--- config.mk ---
export PLATFORM = sky130hd
export DESIGN_NAME = trap_unit_top
export DESIGN_NICKNAME = d
export VERILOG_FILES = /design/src/design/trap_pkg.sv /design/src/design/exc_controller.sv /design/src/design/handler_pc_gen.sv /design/src/design/trap_csr.sv /design/src/design/trap_sequencer.sv /design/src/design/trap_unit_top.sv
export SDC_FILE = /design/constraint.sdc
export NUM_CORES = 1
export LEC_CHECK = 0
export BUFFER_PORTS_ARGS = -buffer_cell sky130_fd_sc_hd__buf_2
export CAP_MARGIN = 20
export CORE_UTILIZATION = 34
export DETAILED_ROUTE_END_ITERATION = 8
export GPL_TIMING_DRIVEN = 0
export PLACE_DENSITY = 0.57
export SETUP_SLACK_MARGIN = 0.4
export SLEW_MARGIN = 0
export SYNTH_ARGS = -nofsm -noshare
export SYNTH_HDL_FRONTEND = slang
export SYNTH_SLANG_ARGS = --single-unit
--- constraint.sdc ---
create_clock -name clk -period 4.4 [get_ports clk]
set_input_delay 0.66 -clock clk [delete_from_list [all_inputs] [get_ports clk]]
set_output_delay 0.66 -clock clk [all_outputs]
set_load 0.01 [all_outputs]
--- src/design/trap_pkg.sv ---
/////////////////////
// trap package
// privilege, cause, select-code and csr constants for trap entry
/////////////////////

`default_nettype none

package trap_pkg;

  // privilege levels, no supervisor
  typedef enum logic [1:0] {
    priv_lvl_u = 2'b00,
    priv_lvl_m = 2'b11
  } priv_lvl_t;

  /////////////////////
  // cause codes
  /////////////////////
  // top bit marks an interrupt, low five bits the code or irq id
  localparam logic [5:0] cause_illegal_insn = 6'd2;
  localparam logic [5:0] cause_breakpoint   = 6'd3;
  localparam logic [5:0] cause_ecall_umode  = 6'd8;
  localparam logic [5:0] cause_ecall_mmode  = 6'd11;

  /////////////////////
  // target select codes
  /////////////////////
  localparam logic [1:0] exc_pc_exc  = 2'b01;
  localparam logic [1:0] exc_pc_irq  = 2'b10;
  localparam logic [1:0] exc_pc_mret = 2'b11;

  // machine csr addresses
  localparam logic [11:0] csr_mstatus = 12'h300;
  localparam logic [11:0] csr_mtvec   = 12'h305;
  localparam logic [11:0] csr_mepc    = 12'h341;
  localparam logic [11:0] csr_mcause  = 12'h342;

  /////////////////////
  // debug settings
  /////////////////////
  localparam int dbg_sets_w     = 5;
  // bit positions inside dbg_settings
  localparam int dbg_sets_irq   = 0;
  localparam int dbg_sets_eill  = 1;
  localparam int dbg_sets_ebrk  = 2;
  localparam int dbg_sets_ecall = 3;
  localparam int dbg_sets_sste  = 4;

  // pipeline drain length before the trap is acknowledged
  localparam int flush_cycles = 2;

endpackage

`default_nettype wire

--- src/design/exc_controller.sv ---
/////////////////////
// exception controller
// ranks trap events, picks cause and target code
// holds the request until the sequencer acks
/////////////////////

`timescale 1ns/1ps
`default_nettype none

module exc_controller #(
  parameter bit user_mode_en = 1'b1
) (
  input  logic                                clk,
  input  logic                                rst_n,
  // decoder strobes
  input  logic                                ebrk_insn_i,
  input  logic                                ecall_insn_i,
  input  logic                                illegal_insn_i,
  // level interrupt
  input  logic                                irq_i,
  input  logic [4:0]                          irq_id_i,
  input  logic                                irq_enable_i,
  input  logic [31:0]                         pc_i,
  input  trap_pkg::priv_lvl_t                 priv_lvl_i,
  input  logic [trap_pkg::dbg_sets_w-1:0]     dbg_settings_i,
  // handshake with the sequencer
  input  logic                                ack_i,
  output logic                                int_req_o,
  output logic                                ext_req_o,
  output logic                                save_cause_o,
  output logic [5:0]                          cause_o,
  output logic [1:0]                          pc_mux_o,
  output logic [31:0]                         epc_o,
  output logic                                dbg_trap_o
);

  typedef enum logic [1:0] {st_idle, st_wait_int, st_wait_ext} ctrl_state_t;

  ctrl_state_t state_q, state_d;

  logic        exc_any;
  logic        irq_valid;
  logic [5:0]  cause_int;
  logic [1:0]  pc_mux_int;
  // captured at the first request cycle
  logic [5:0]  cause_q;
  logic [1:0]  pc_mux_q;
  logic [31:0] epc_q;

  // debug trap, purely combinational
  // single step forces it regardless of the event
  assign dbg_trap_o = dbg_settings_i[trap_pkg::dbg_sets_sste]
                    | (ecall_insn_i   & dbg_settings_i[trap_pkg::dbg_sets_ecall])
                    | (ebrk_insn_i    & dbg_settings_i[trap_pkg::dbg_sets_ebrk])
                    | (illegal_insn_i & dbg_settings_i[trap_pkg::dbg_sets_eill])
                    | (irq_enable_i & irq_i & dbg_settings_i[trap_pkg::dbg_sets_irq]);

  assign exc_any   = ebrk_insn_i | ecall_insn_i | illegal_insn_i;
  // interrupt only counts with mie set
  assign irq_valid = irq_i & irq_enable_i;

  /////////////////////
  // event ranking
  /////////////////////
  // ebreak, ecall, illegal, then interrupt
  always_comb begin
    cause_int  = '0;
    pc_mux_int = trap_pkg::exc_pc_exc;
    if (ebrk_insn_i) begin
      cause_int = trap_pkg::cause_breakpoint;
    end else if (ecall_insn_i) begin
      // ecall cause follows the mode it was issued from
      if (user_mode_en && priv_lvl_i == trap_pkg::priv_lvl_u) begin
        cause_int = trap_pkg::cause_ecall_umode;
      end else begin
        cause_int = trap_pkg::cause_ecall_mmode;
      end
    end else if (illegal_insn_i) begin
      cause_int = trap_pkg::cause_illegal_insn;
    end else if (irq_valid) begin
      cause_int  = {1'b1, irq_id_i};
      pc_mux_int = trap_pkg::exc_pc_irq;
    end
  end

  // capture cause, target and pc on a new request
  always_ff @(posedge clk) begin
    if (state_q == st_idle && (exc_any || irq_valid)) begin
      cause_q  <= cause_int;
      pc_mux_q <= pc_mux_int;
      epc_q    <= pc_i;
    end
  end

  // bypass in idle, latched copy while waiting
  assign cause_o  = (state_q == st_idle) ? cause_int  : cause_q;
  assign pc_mux_o = (state_q == st_idle) ? pc_mux_int : pc_mux_q;
  assign epc_o    = (state_q == st_idle) ? pc_i       : epc_q;

  /////////////////////
  // request fsm
  /////////////////////
  always_comb begin
    state_d      = state_q;
    int_req_o    = 1'b0;
    ext_req_o    = 1'b0;
    save_cause_o = 1'b0;
    case (state_q)
      st_idle: begin
        int_req_o = exc_any;
        ext_req_o = ~exc_any & irq_valid;
        if (exc_any) begin
          state_d = st_wait_int;
        end else if (irq_valid) begin
          state_d = st_wait_ext;
        end
        // same-cycle ack completes at once
        if ((exc_any || irq_valid) && ack_i) begin
          save_cause_o = 1'b1;
          state_d      = st_idle;
        end
      end
      st_wait_int: begin
        int_req_o = 1'b1;
        if (ack_i) begin
          save_cause_o = 1'b1;
          state_d      = st_idle;
        end
      end
      st_wait_ext: begin
        ext_req_o = 1'b1;
        if (ack_i) begin
          save_cause_o = 1'b1;
          state_d      = st_idle;
        end
      end
      default: state_d = st_idle;
    endcase
  end

  always_ff @(posedge clk or negedge rst_n) begin
    if (!rst_n) begin
      state_q <= st_idle;
    end else begin
      state_q <= state_d;
    end
  end

endmodule

`default_nettype wire

--- src/design/handler_pc_gen.sv ---
/////////////////////
// handler address generator
// next fetch address for trap entry and mret
/////////////////////

`timescale 1ns/1ps
`default_nettype none

module handler_pc_gen (
  input  logic [1:0]  pc_sel_i,
  input  logic [5:0]  cause_i,
  input  logic [31:0] mtvec_i,
  input  logic [31:0] mepc_i,
  output logic [31:0] handler_pc_o
);

  logic [31:0] base;
  logic [31:0] vec_offset;

  // mode bits dropped from the base
  assign base       = {mtvec_i[31:2], 2'b00};
  // four bytes per interrupt id
  assign vec_offset = {25'b0, cause_i[4:0], 2'b00};

  always_comb begin
    case (pc_sel_i)
      trap_pkg::exc_pc_exc: begin
        handler_pc_o = base;
      end
      trap_pkg::exc_pc_irq: begin
        // vectored only with mode bit set
        if (mtvec_i[0] && cause_i[5]) begin
          handler_pc_o = base + vec_offset;
        end else begin
          handler_pc_o = base;
        end
      end
      trap_pkg::exc_pc_mret: begin
        handler_pc_o = mepc_i;
      end
      default: begin
        handler_pc_o = base;
      end
    endcase
  end

endmodule

`default_nettype wire

--- src/design/trap_csr.sv ---
/////////////////////
// trap csrs
// mstatus, mtvec, mepc, mcause and the privilege level
/////////////////////

`timescale 1ns/1ps
`default_nettype none

module trap_csr #(
  parameter bit user_mode_en = 1'b1
) (
  input  logic                clk,
  input  logic                rst_n,
  // software port
  input  logic                csr_we_i,
  input  logic [11:0]         csr_addr_i,
  input  logic [31:0]         csr_wdata_i,
  output logic [31:0]         csr_rdata_o,
  // trap updates
  input  logic                save_cause_i,
  input  logic [5:0]          cause_i,
  input  logic [31:0]         epc_i,
  input  logic                mret_restore_i,
  output logic [31:0]         mtvec_o,
  output logic [31:0]         mepc_o,
  output logic                irq_enable_o,
  output trap_pkg::priv_lvl_t priv_lvl_o
);

  logic                mie_q;
  logic                mpie_q;
  trap_pkg::priv_lvl_t mpp_q;
  trap_pkg::priv_lvl_t priv_q;
  logic [31:0]         mtvec_q;
  logic [31:0]         mepc_q;
  logic [5:0]          mcause_q;
  trap_pkg::priv_lvl_t mpp_wr;

  // only u and m are legal in mpp
  assign mpp_wr = (user_mode_en && csr_wdata_i[12:11] == 2'b00) ?
                  trap_pkg::priv_lvl_u : trap_pkg::priv_lvl_m;

  /////////////////////
  // csr updates
  /////////////////////
  always_ff @(posedge clk or negedge rst_n) begin
    if (!rst_n) begin
      mie_q    <= 1'b0;
      mpie_q   <= 1'b0;
      mpp_q    <= trap_pkg::priv_lvl_m;
      priv_q   <= trap_pkg::priv_lvl_m;
      mtvec_q  <= '0;
      mepc_q   <= '0;
      mcause_q <= '0;
    end else if (save_cause_i) begin
      // trap entry, stack mie and privilege
      mcause_q <= cause_i;
      mepc_q   <= epc_i;
      mpie_q   <= mie_q;
      mie_q    <= 1'b0;
      mpp_q    <= priv_q;
      priv_q   <= trap_pkg::priv_lvl_m;
    end else if (mret_restore_i) begin
      // return, unstack
      mie_q  <= mpie_q;
      mpie_q <= 1'b1;
      priv_q <= mpp_q;
      mpp_q  <= user_mode_en ? trap_pkg::priv_lvl_u : trap_pkg::priv_lvl_m;
    end else if (csr_we_i) begin
      case (csr_addr_i)
        trap_pkg::csr_mstatus: begin
          mie_q  <= csr_wdata_i[3];
          mpie_q <= csr_wdata_i[7];
          mpp_q  <= mpp_wr;
        end
        // bit 1 of mtvec reserved
        trap_pkg::csr_mtvec:  mtvec_q  <= {csr_wdata_i[31:2], 1'b0, csr_wdata_i[0]};
        trap_pkg::csr_mepc:   mepc_q   <= {csr_wdata_i[31:1], 1'b0};
        trap_pkg::csr_mcause: mcause_q <= {csr_wdata_i[31], csr_wdata_i[4:0]};
        default: ;
      endcase
    end
  end

  // combinational read, unknown addresses give zero
  always_comb begin
    case (csr_addr_i)
      trap_pkg::csr_mstatus: csr_rdata_o = {19'b0, mpp_q, 3'b0, mpie_q, 3'b0, mie_q, 3'b0};
      trap_pkg::csr_mtvec:   csr_rdata_o = mtvec_q;
      trap_pkg::csr_mepc:    csr_rdata_o = mepc_q;
      trap_pkg::csr_mcause:  csr_rdata_o = {mcause_q[5], 26'b0, mcause_q[4:0]};
      default:               csr_rdata_o = '0;
    endcase
  end

  assign mtvec_o      = mtvec_q;
  assign mepc_o       = mepc_q;
  assign irq_enable_o = mie_q;
  assign priv_lvl_o   = priv_q;

endmodule

`default_nettype wire

--- src/design/trap_sequencer.sv ---
/////////////////////
// trap sequencer
// drains the pipeline for a fixed time, acks the trap
// and turns mret into a redirect
/////////////////////

`timescale 1ns/1ps
`default_nettype none

module trap_sequencer (
  input  logic       clk,
  input  logic       rst_n,
  input  logic       int_req_i,
  input  logic       ext_req_i,
  input  logic       mret_i,
  input  logic [1:0] pc_mux_i,
  output logic       ack_o,
  output logic       pc_set_o,
  output logic [1:0] pc_sel_o,
  output logic       mret_restore_o
);

  localparam int cnt_w = $clog2(trap_pkg::flush_cycles + 1);

  typedef enum logic {seq_idle, seq_drain} seq_state_t;

  seq_state_t       state_q;
  logic [cnt_w-1:0] cnt_q;
  logic             req;
  logic             drain_done;

  assign req        = int_req_i | ext_req_i;
  // count reaches the drain length in request cycle flush_cycles
  assign drain_done = (state_q == seq_drain) && (cnt_q == cnt_w'(trap_pkg::flush_cycles));

  /////////////////////
  // drain counter
  /////////////////////
  always_ff @(posedge clk or negedge rst_n) begin
    if (!rst_n) begin
      state_q <= seq_idle;
      cnt_q   <= '0;
    end else begin
      case (state_q)
        seq_idle: begin
          // request cycle 0 seen here
          if (req) begin
            state_q <= seq_drain;
            cnt_q   <= cnt_w'(1);
          end
        end
        seq_drain: begin
          if (drain_done) begin
            state_q <= seq_idle;
            cnt_q   <= '0;
          end else begin
            cnt_q <= cnt_q + cnt_w'(1);
          end
        end
        default: begin
          state_q <= seq_idle;
          cnt_q   <= '0;
        end
      endcase
    end
  end

  // single-cycle ack, request still held by the controller
  assign ack_o = drain_done & req;

  // mret only while idle, a new trap request wins
  assign mret_restore_o = (state_q == seq_idle) & mret_i & ~req;

  // redirect on trap entry or return
  assign pc_set_o = ack_o | mret_restore_o;
  assign pc_sel_o = mret_restore_o ? trap_pkg::exc_pc_mret : pc_mux_i;

endmodule

`default_nettype wire

--- src/design/trap_unit_top.sv ---
/////////////////////
// trap unit top
// controller, sequencer, csrs and address generator
/////////////////////

`timescale 1ns/1ps
`default_nettype none

module trap_unit_top #(
  parameter bit user_mode_en = 1'b1
) (
  input  logic                            clk,
  input  logic                            rst_n,
  input  logic                            ebrk_insn_i,
  input  logic                            ecall_insn_i,
  input  logic                            illegal_insn_i,
  input  logic                            mret_i,
  input  logic                            irq_i,
  input  logic [4:0]                      irq_id_i,
  input  logic [31:0]                     pc_i,
  input  logic [trap_pkg::dbg_sets_w-1:0] dbg_settings_i,
  // software csr port
  input  logic                            csr_we_i,
  input  logic [11:0]                     csr_addr_i,
  input  logic [31:0]                     csr_wdata_i,
  output logic [31:0]                     csr_rdata_o,
  // redirect
  output logic                            pc_set_o,
  output logic [31:0]                     handler_pc_o,
  output logic                            trap_taken_o,
  output logic                            dbg_trap_o,
  output logic [5:0]                      cause_o,
  output trap_pkg::priv_lvl_t             priv_lvl_o
);

  // ack doubles as trap_taken_o
  logic        int_req;
  logic        ext_req;
  logic        save_cause;
  logic [1:0]  pc_mux;
  logic [1:0]  pc_sel;
  logic [31:0] epc;
  logic [31:0] mtvec;
  logic [31:0] mepc;
  logic        irq_enable;
  logic        mret_restore;

  exc_controller #(.user_mode_en(user_mode_en)) exc_controller_i (
    .clk(clk), .rst_n(rst_n),
    .ebrk_insn_i(ebrk_insn_i), .ecall_insn_i(ecall_insn_i), .illegal_insn_i(illegal_insn_i),
    .irq_i(irq_i), .irq_id_i(irq_id_i), .irq_enable_i(irq_enable),
    .pc_i(pc_i), .priv_lvl_i(priv_lvl_o), .dbg_settings_i(dbg_settings_i),
    .ack_i(trap_taken_o), .int_req_o(int_req), .ext_req_o(ext_req),
    .save_cause_o(save_cause), .cause_o(cause_o), .pc_mux_o(pc_mux),
    .epc_o(epc), .dbg_trap_o(dbg_trap_o)
  );

  trap_sequencer trap_sequencer_i (
    .clk(clk), .rst_n(rst_n),
    .int_req_i(int_req), .ext_req_i(ext_req), .mret_i(mret_i), .pc_mux_i(pc_mux),
    .ack_o(trap_taken_o), .pc_set_o(pc_set_o), .pc_sel_o(pc_sel),
    .mret_restore_o(mret_restore)
  );

  trap_csr #(.user_mode_en(user_mode_en)) trap_csr_i (
    .clk(clk), .rst_n(rst_n),
    .csr_we_i(csr_we_i), .csr_addr_i(csr_addr_i), .csr_wdata_i(csr_wdata_i),
    .save_cause_i(save_cause), .cause_i(cause_o), .epc_i(epc),
    .mret_restore_i(mret_restore), .csr_rdata_o(csr_rdata_o),
    .mtvec_o(mtvec), .mepc_o(mepc), .irq_enable_o(irq_enable), .priv_lvl_o(priv_lvl_o)
  );

  handler_pc_gen handler_pc_gen_i (
    .pc_sel_i(pc_sel), .cause_i(cause_o), .mtvec_i(mtvec), .mepc_i(mepc),
    .handler_pc_o(handler_pc_o)
  );

endmodule

`default_nettype wire

---- After elaboration in Yosys (flattened, before gate mapping) ----
Cells that the tools add are included.
word-level totals
  flip-flop bits (word level) ............. 120
  input port bits ......................... 94
  word-level logic and storage cells ...... 125
cells by class
  add/sub/neg operators ................... 2
  equality and inequality tests ........... 13
  muxes and demuxes ....................... 55
  bitwise gates (word level) .............. 22
  reductions and logical operators ........ 20
operators by type and width
  kind                                                   count
  2-to-1 mux 32 bit                                      6
  one-hot mux 32 bit (4 select lines)                    1
  one-hot mux 32 bit (2 select lines)                    1
  2-to-1 mux 6 bit                                       9
  equality test 12 x 10 -> 1 bit, second input constant  4
  2-to-1 mux 2 bit                                       20
  adder 32 x 7 -> 32 bit                                 1
  2-to-1 mux 1 bit                                       12
  AND 1 bit                                              9
  equality test 2 bit, second input constant             4
  OR 1 bit                                               8
  one-hot mux 1 bit (2 select lines)                     4
  one-hot mux 2 bit (2 select lines)                     2
  nonzero test 2 bit                                     4
  zero test 2 bit                                        3
  AND reduction 3 bit                                    2
  nonzero test 3 bit                                     2
  inverter 1 bit                                         5
  logical AND 1 bit                                      4
  != test 2 x 1 -> 1 bit, second input constant          2
  != test 4 x 2 -> 1 bit, second input constant          1
  AND reduction 2 bit                                    2
  AND reduction 4 bit                                    1
  adder 2 x 1 -> 2 bit, second input constant            1
  4 further kinds                                        4

---- Logic depth before layout (Yosys ltp) ----
  depth after elaboration ................. 12
  mapped depth ............................ 14
  gate-level depth less buffers ........... 12

---- Modules after synthesis ----
From an unflattened synthesis, not the netlist that was laid out.
second synthesis, totals
  cell total of the unflattened synthesis .. 783
  area total of the unflattened synthesis .. 8013.9 um^2
by module, submodules not included
  module          times used  cells each  area an instance (um^2)  sequential area each (um^2)
  trap_csr        1           426         4536.9                   1881.8
  exc_controller  1           131         1971.9                   1221.2
  handler_pc_gen  1           209         1336.3                   0.0
  trap_sequencer  1           17          168.9                    75.1

---- Worst setup path before layout ----
OpenSTA, ideal clock, no wires.
  path kind ............................... register to output
  start point ............................. reg exc_controller_i.state_q[0]
  end point ............................... out handler_pc_o[28]
  data arrival time ....................... 3.456 ns
  required time ........................... 3.740 ns
  setup slack ............................. 0.284 ns
  cell stages (with the launch flop) ...... 15
  buffers on the path ..................... 3
  cells stage by stage .................... dfrtp_1 > inv_1 > ha_1 > clkbuf_1 > buf_1 > mux2_2 > ha_1 > inv_1 > fa_1 > nor2b_1 > o31a_1 > clkbuf_1 > o21ai_1 > or4b_1 > nand3_1
RTL lines
  item                                 line                   text
  from (decl)                          exc_controller.sv:39   ctrl_state_t state_q, state_d;
  from (signal assigned)               exc_controller.sv:143  state_q <= st_idle;
  from (signal assigned)               exc_controller.sv:145  state_q <= state_d;
  zero test 2 bit                      exc_controller.sv:96   assign cause_o = (state_q == st_idle) ? cause_int : cause_q;
  2-to-1 mux 6 bit                     exc_controller.sv:96
  via cause_o[0]                       trap_unit_top.sv:32    output logic [5:0] cause_o,
  adder 32 x 7 -> 32 bit               handler_pc_gen.sv:33   handler_pc_o = base + vec_offset;
  2-to-1 mux 32 bit                    handler_pc_gen.sv:32   if (mtvec_i[0] && cause_i[5]) begin
  one-hot mux 32 bit (2 select lines)  handler_pc_gen.sv:26   case (pc_sel_i)
  to (decl)                            trap_unit_top.sv:29    output logic [31:0] handler_pc_o,
The timed path passes the listed nets, and every way through them passes these cells.

---- Worst setup path in the final report ----
  start point ............................. reg trap_csr_i.mie_q (netlist: trap_csr_i.irq_enable_o)
  end point ............................... out handler_pc_o[21]
on the way
  longest elaborated chain between the ends .. 9
ends and longest elaborated chain
  item                                 line                  text
  from (decl)                          trap_csr.sv:30        logic mie_q;
  from (signal assigned)               trap_csr.sv:65        mie_q <= mpie_q;
  from (signal assigned)               trap_csr.sv:72        mie_q <= csr_wdata_i[3];
  AND 1 bit                            exc_controller.sv:60  assign irq_valid = irq_i & irq_enable_i;
  2-to-1 mux 6 bit                     exc_controller.sv:80  end else if (irq_valid) begin
  2-to-1 mux 6 bit                     exc_controller.sv:78  end else if (illegal_insn_i) begin
  2-to-1 mux 6 bit                     exc_controller.sv:71  end else if (ecall_insn_i) begin
  2-to-1 mux 6 bit                     exc_controller.sv:69  if (ebrk_insn_i) begin
  via exc_controller_i.cause_int[1]    exc_controller.sv:43  logic [5:0] cause_int;
  2-to-1 mux 6 bit                     exc_controller.sv:96
  adder 32 x 7 -> 32 bit               handler_pc_gen.sv:33
  2-to-1 mux 32 bit                    handler_pc_gen.sv:32
  one-hot mux 32 bit (2 select lines)  handler_pc_gen.sv:26
The timed path passes the listed nets, and every way through them passes these cells.

==> flow_summary.ini <==
[detailed_routing]
ant_nets = 0
finalWirelength_microns = 26270
first_pass_iters = 8
vias = 7072
detail_route.wl_per_cell_microns = 21.59
viasPerCell = 5.811
drtIter0Drc = 804
drc = 0

[timing]
tightestPinTransition_ns = 1.208
worst_slack_ns = 0.2570
hold_violations = 0
rsz0062_at_grt = yes
fin_skew_ns = 0.008676
fin_crit_sh_pct = 94.16
drv_slew = 0
relSlewSlack_pct = 18.87
setup_violations = 0
holdWs_ns = 0.2115
fmax_ghz = 0.2414
period_needed_ns = 4.143

[placement]
gp_congestion = 0.8951
dp_hpwl_microns = 19050
io_buffers = 167
dp_slack_ns = -0.3881
dp.cells = 1151

[floorplanning]
die_w_microns = 147.9
num_io_pins = 169
design.core.area_sq_um = 20960
start_util_pct = 34.54
dieArea_sq_um = 21870
die_h_microns = 147.9
rows = 53

[cells_and_area]
stdcell_count = 1217
multi_input_area_sq_um = 4023
n_fill_cell = 2062
regArea_sq_um = 3179
drive_gt1_share_pct = 36.31
nets = 1033
area_delta_synth_final_pct = 34.32
antenna_cells = 0

[worst_hold_path]
hold_class = primary input to asynchronous set/reset pin

[clock_tree]
cts_made_buffers = 17
path_clk_slew_ns = 0.06
insertion_delay_ns = 0.42
htreeDepth = 4
cts.sinks = 119
cts-root-buf = clkbuf_16
cts-hold-fix-buffers = 0
clk_path_buf_depth = 2
cts_tree = yes

[synth]
synth_edf_count = 39
async_flop_share_pct = 67.23
ys_top_cells_by_count = 76 x dfrtp_1, 65 x nand2_1, 47 x mux2i_1
syn_nets = 811
syn_inst = 707
synth_top_cell_area_share_pct = 26.28
synth_cell_types = 69
synth_seq_area_share_pct = 43.91
synth.area.top_cells = dfrtp_1 26%, edfxtp_1 16%, mux2i_1 6.5%
yosysTopAreaCell = dfrtp_1
synth.ff_latch_count = 119
synth_most_common_cell = dfrtp_1
avgSynthCellArea_sq_um = 10.24
synth_ff_type = dfrtp_1
synth_area_sq_um = 7237
ys_warn_count = 0

[worst_setup_path]
max_stage_delay_ns = 0.56
cp-end-kind = output pin
reg2reg_from = trap_csr_i.irq_enable_o$_DFFE_PN0P_
required_ns = 3.74
crit_chain = a311oi_2, a31oi_1, or2_4, mux2i_4, inv_2, ha_4, a21o_1, a22oi_2, or4b_4, or4_4, nand3_2, buf_6
crit_slowest_cell = or4b_4
cp-start-kind = flop
cp_max_fo = 4
timing.rr.end = trap_csr_i.mepc_o[17]$_DFFE_PN0P_
r2r_slack_ns = 0.74
cp_data_arrival_time_ns = 3.48
worst-setup-path-type = flop to output pin
reg2regPathDepth = 9

[global_routing]
overflow = 0
grt_usage_pct = 24.55
grt_pass1_wl_microns = 40370
antenna_found_initial = 0
grt_pass1_vias = 6839
grt_max_degree = 49

[power]
p_leak_nw = 4.536
finalPower_mw = 4.886
power_density_nw_per_um2 = 502.6
vdd_drop_max_uv = 226.0

[job]
maxCapViolCount = 0

[status]
status = finished, final reports clean
[cells in the final DEF, fill, tap and decap left out, drive strengths merged, types with 3 or more instances in the layout]
cell type  synthesis  final
a21o               7      7
a21oi              8      8
a221o             10     10
a222oi             9      9
a22o              25     25
a22oi             11     12
a31oi              4      4
a32oi              3      3
and2              13     13
and3              10     10
and4               8      8
buf               19    223
clkbuf            43     67
clkinv             0      4
dfrtp             76     76
dfstp              4      4
edfxtp            39     39
ha                 9      9
inv               30     30
mux2              40     40
mux2i             47     47
nand2             65     65
nand2b             4      4
nand3             45     45
nand4              9      9
nor2              27     27
nor3              11     11
nor3b              3      3
nor4               6      6
nor4b              4      4
o2111ai            6      6
o211ai            13     13
o21a               3      3
o21ai             17     17
o221ai            31     31
o31a               4      4
o32ai              5      5
or4                9      9
[power by group]
part | switching [mW] | total, mW | internal (mW)
Sequential | 0.225 | 1.74 | 1.51
Combinational | 1.05 | 1.81 | 0.760
Clock | 0.486 | 1.34 | 0.857
[worst max-delay path: cells and delay by family, from the launching register on]
| family | cells | cell delay (ns) |
|---|---|---|
| compound gates | 4 | 0.66 |
| fa+ha+maj | 1 | 0.25 |
| buf+inv | 2 | 0.18 |
| flops | 1 | 0.45 |
| mux | 1 | 0.15 |
| simple gates | 4 | 1.35 |
[kinds of logic (layout without fill, tap and decap cells)]
family	Yosys count	count (layout)	synth area share, %
and+or+nand+nor	227	227	16.75
AOI/OAI and AO/OA	171	172	19.35
DFF	119	119	43.91
buffers and inverters	92	326	5.308
muxes	87	87	12.72
adders and majority gates	10	10	1.833
xor gates and xnor gates	1	1	0.1210
[metal layers]
| metal | vias to the layer above | GRT usage [%] | wire (microns) |
|---|---|---|---|
| li1 | 3206 | - | - |
| met1 | 3500 | 33.46 | 11700 |
| met2 | 328 | 38.80 | 12030 |
| met3 | 38 | 5.062 | 1905 |
| met4 | 0 | 8.041 | 636 |
| met5 | - | 0 | 0 |
[final cells by class]
| type | instances | area share [%] |
|---|---|---|
| sequential | 119 | 32.71 |
| inverter | 30 | 1.158 |
| clock inverter | 6 | 0.7980 |
| timing repair buffer | 202 | 12.18 |
| buffer | 62 | 3.308 |
| clock buffer | 26 | 4.930 |
| tap | 275 | 3.540 |
| multi-input combinational | 497 | 41.38 |
[how the worst max path moves through the flow]
stage / start / end / slack (ns) / cells after the start
floorplan: ecall_insn_i / handler_pc_o[21] / 0.40 / 12
global placement: exc_controller_i.state_q[0]$_DFFE_PN0P_ / handler_pc_o[28] / -0.39 / 15
detailed placement: exc_controller_i.state_q[0]$_DFFE_PN0P_ / handler_pc_o[28] / -0.39 / 15
CTS: trap_csr_i.irq_enable_o$_DFFE_PN0P_ / handler_pc_o[21] / 0.23 / 12
global route: trap_csr_i.irq_enable_o$_DFFE_PN0P_ / handler_pc_o[21] / 0.15 / 12
finish: trap_csr_i.irq_enable_o$_DFFE_PN0P_ / handler_pc_o[21] / 0.26 / 12
[per-stage QoR]
step / utilization, % / setup TNS, ns / cell area, sq um
detailed placement: 40.50 / -4.223 / 8487
global placement: 40.20 / -10.36 / 8424
CTS: 45.47 / 0 / 9529
finish: 46.39 / 0 / 9721
floorplan: - / 0 / 7244
global route: 46.39 / 0 / 9721
[state kept, by name, summed over array words and instances (netlist names)]
signal                     count
exc_controller_i.epc_q        32
trap_csr_i.mepc_o             32
trap_csr_i.mtvec_o            31
trap_csr_i.mcause_q            6
exc_controller_i.cause_q       5
exc_controller_i.pc_mux_q      2
exc_controller_i.state_q       2
trap_csr_i.mpp_q               2
trap_csr_i.priv_lvl_o          2
trap_sequencer_i.cnt_q         2
trap_csr_i.irq_enable_o        1
trap_csr_i.mpie_q              1
trap_sequencer_i.state_q       1
[what timing repair did]
item,in CTS,in global routing
gates cloned,1,0
pin swaps,22,22
gates resized for setup,68,23
buffers inserted,23,10
endpoints found under the setup margin,32,30
(Power assumes the default switching activity.)
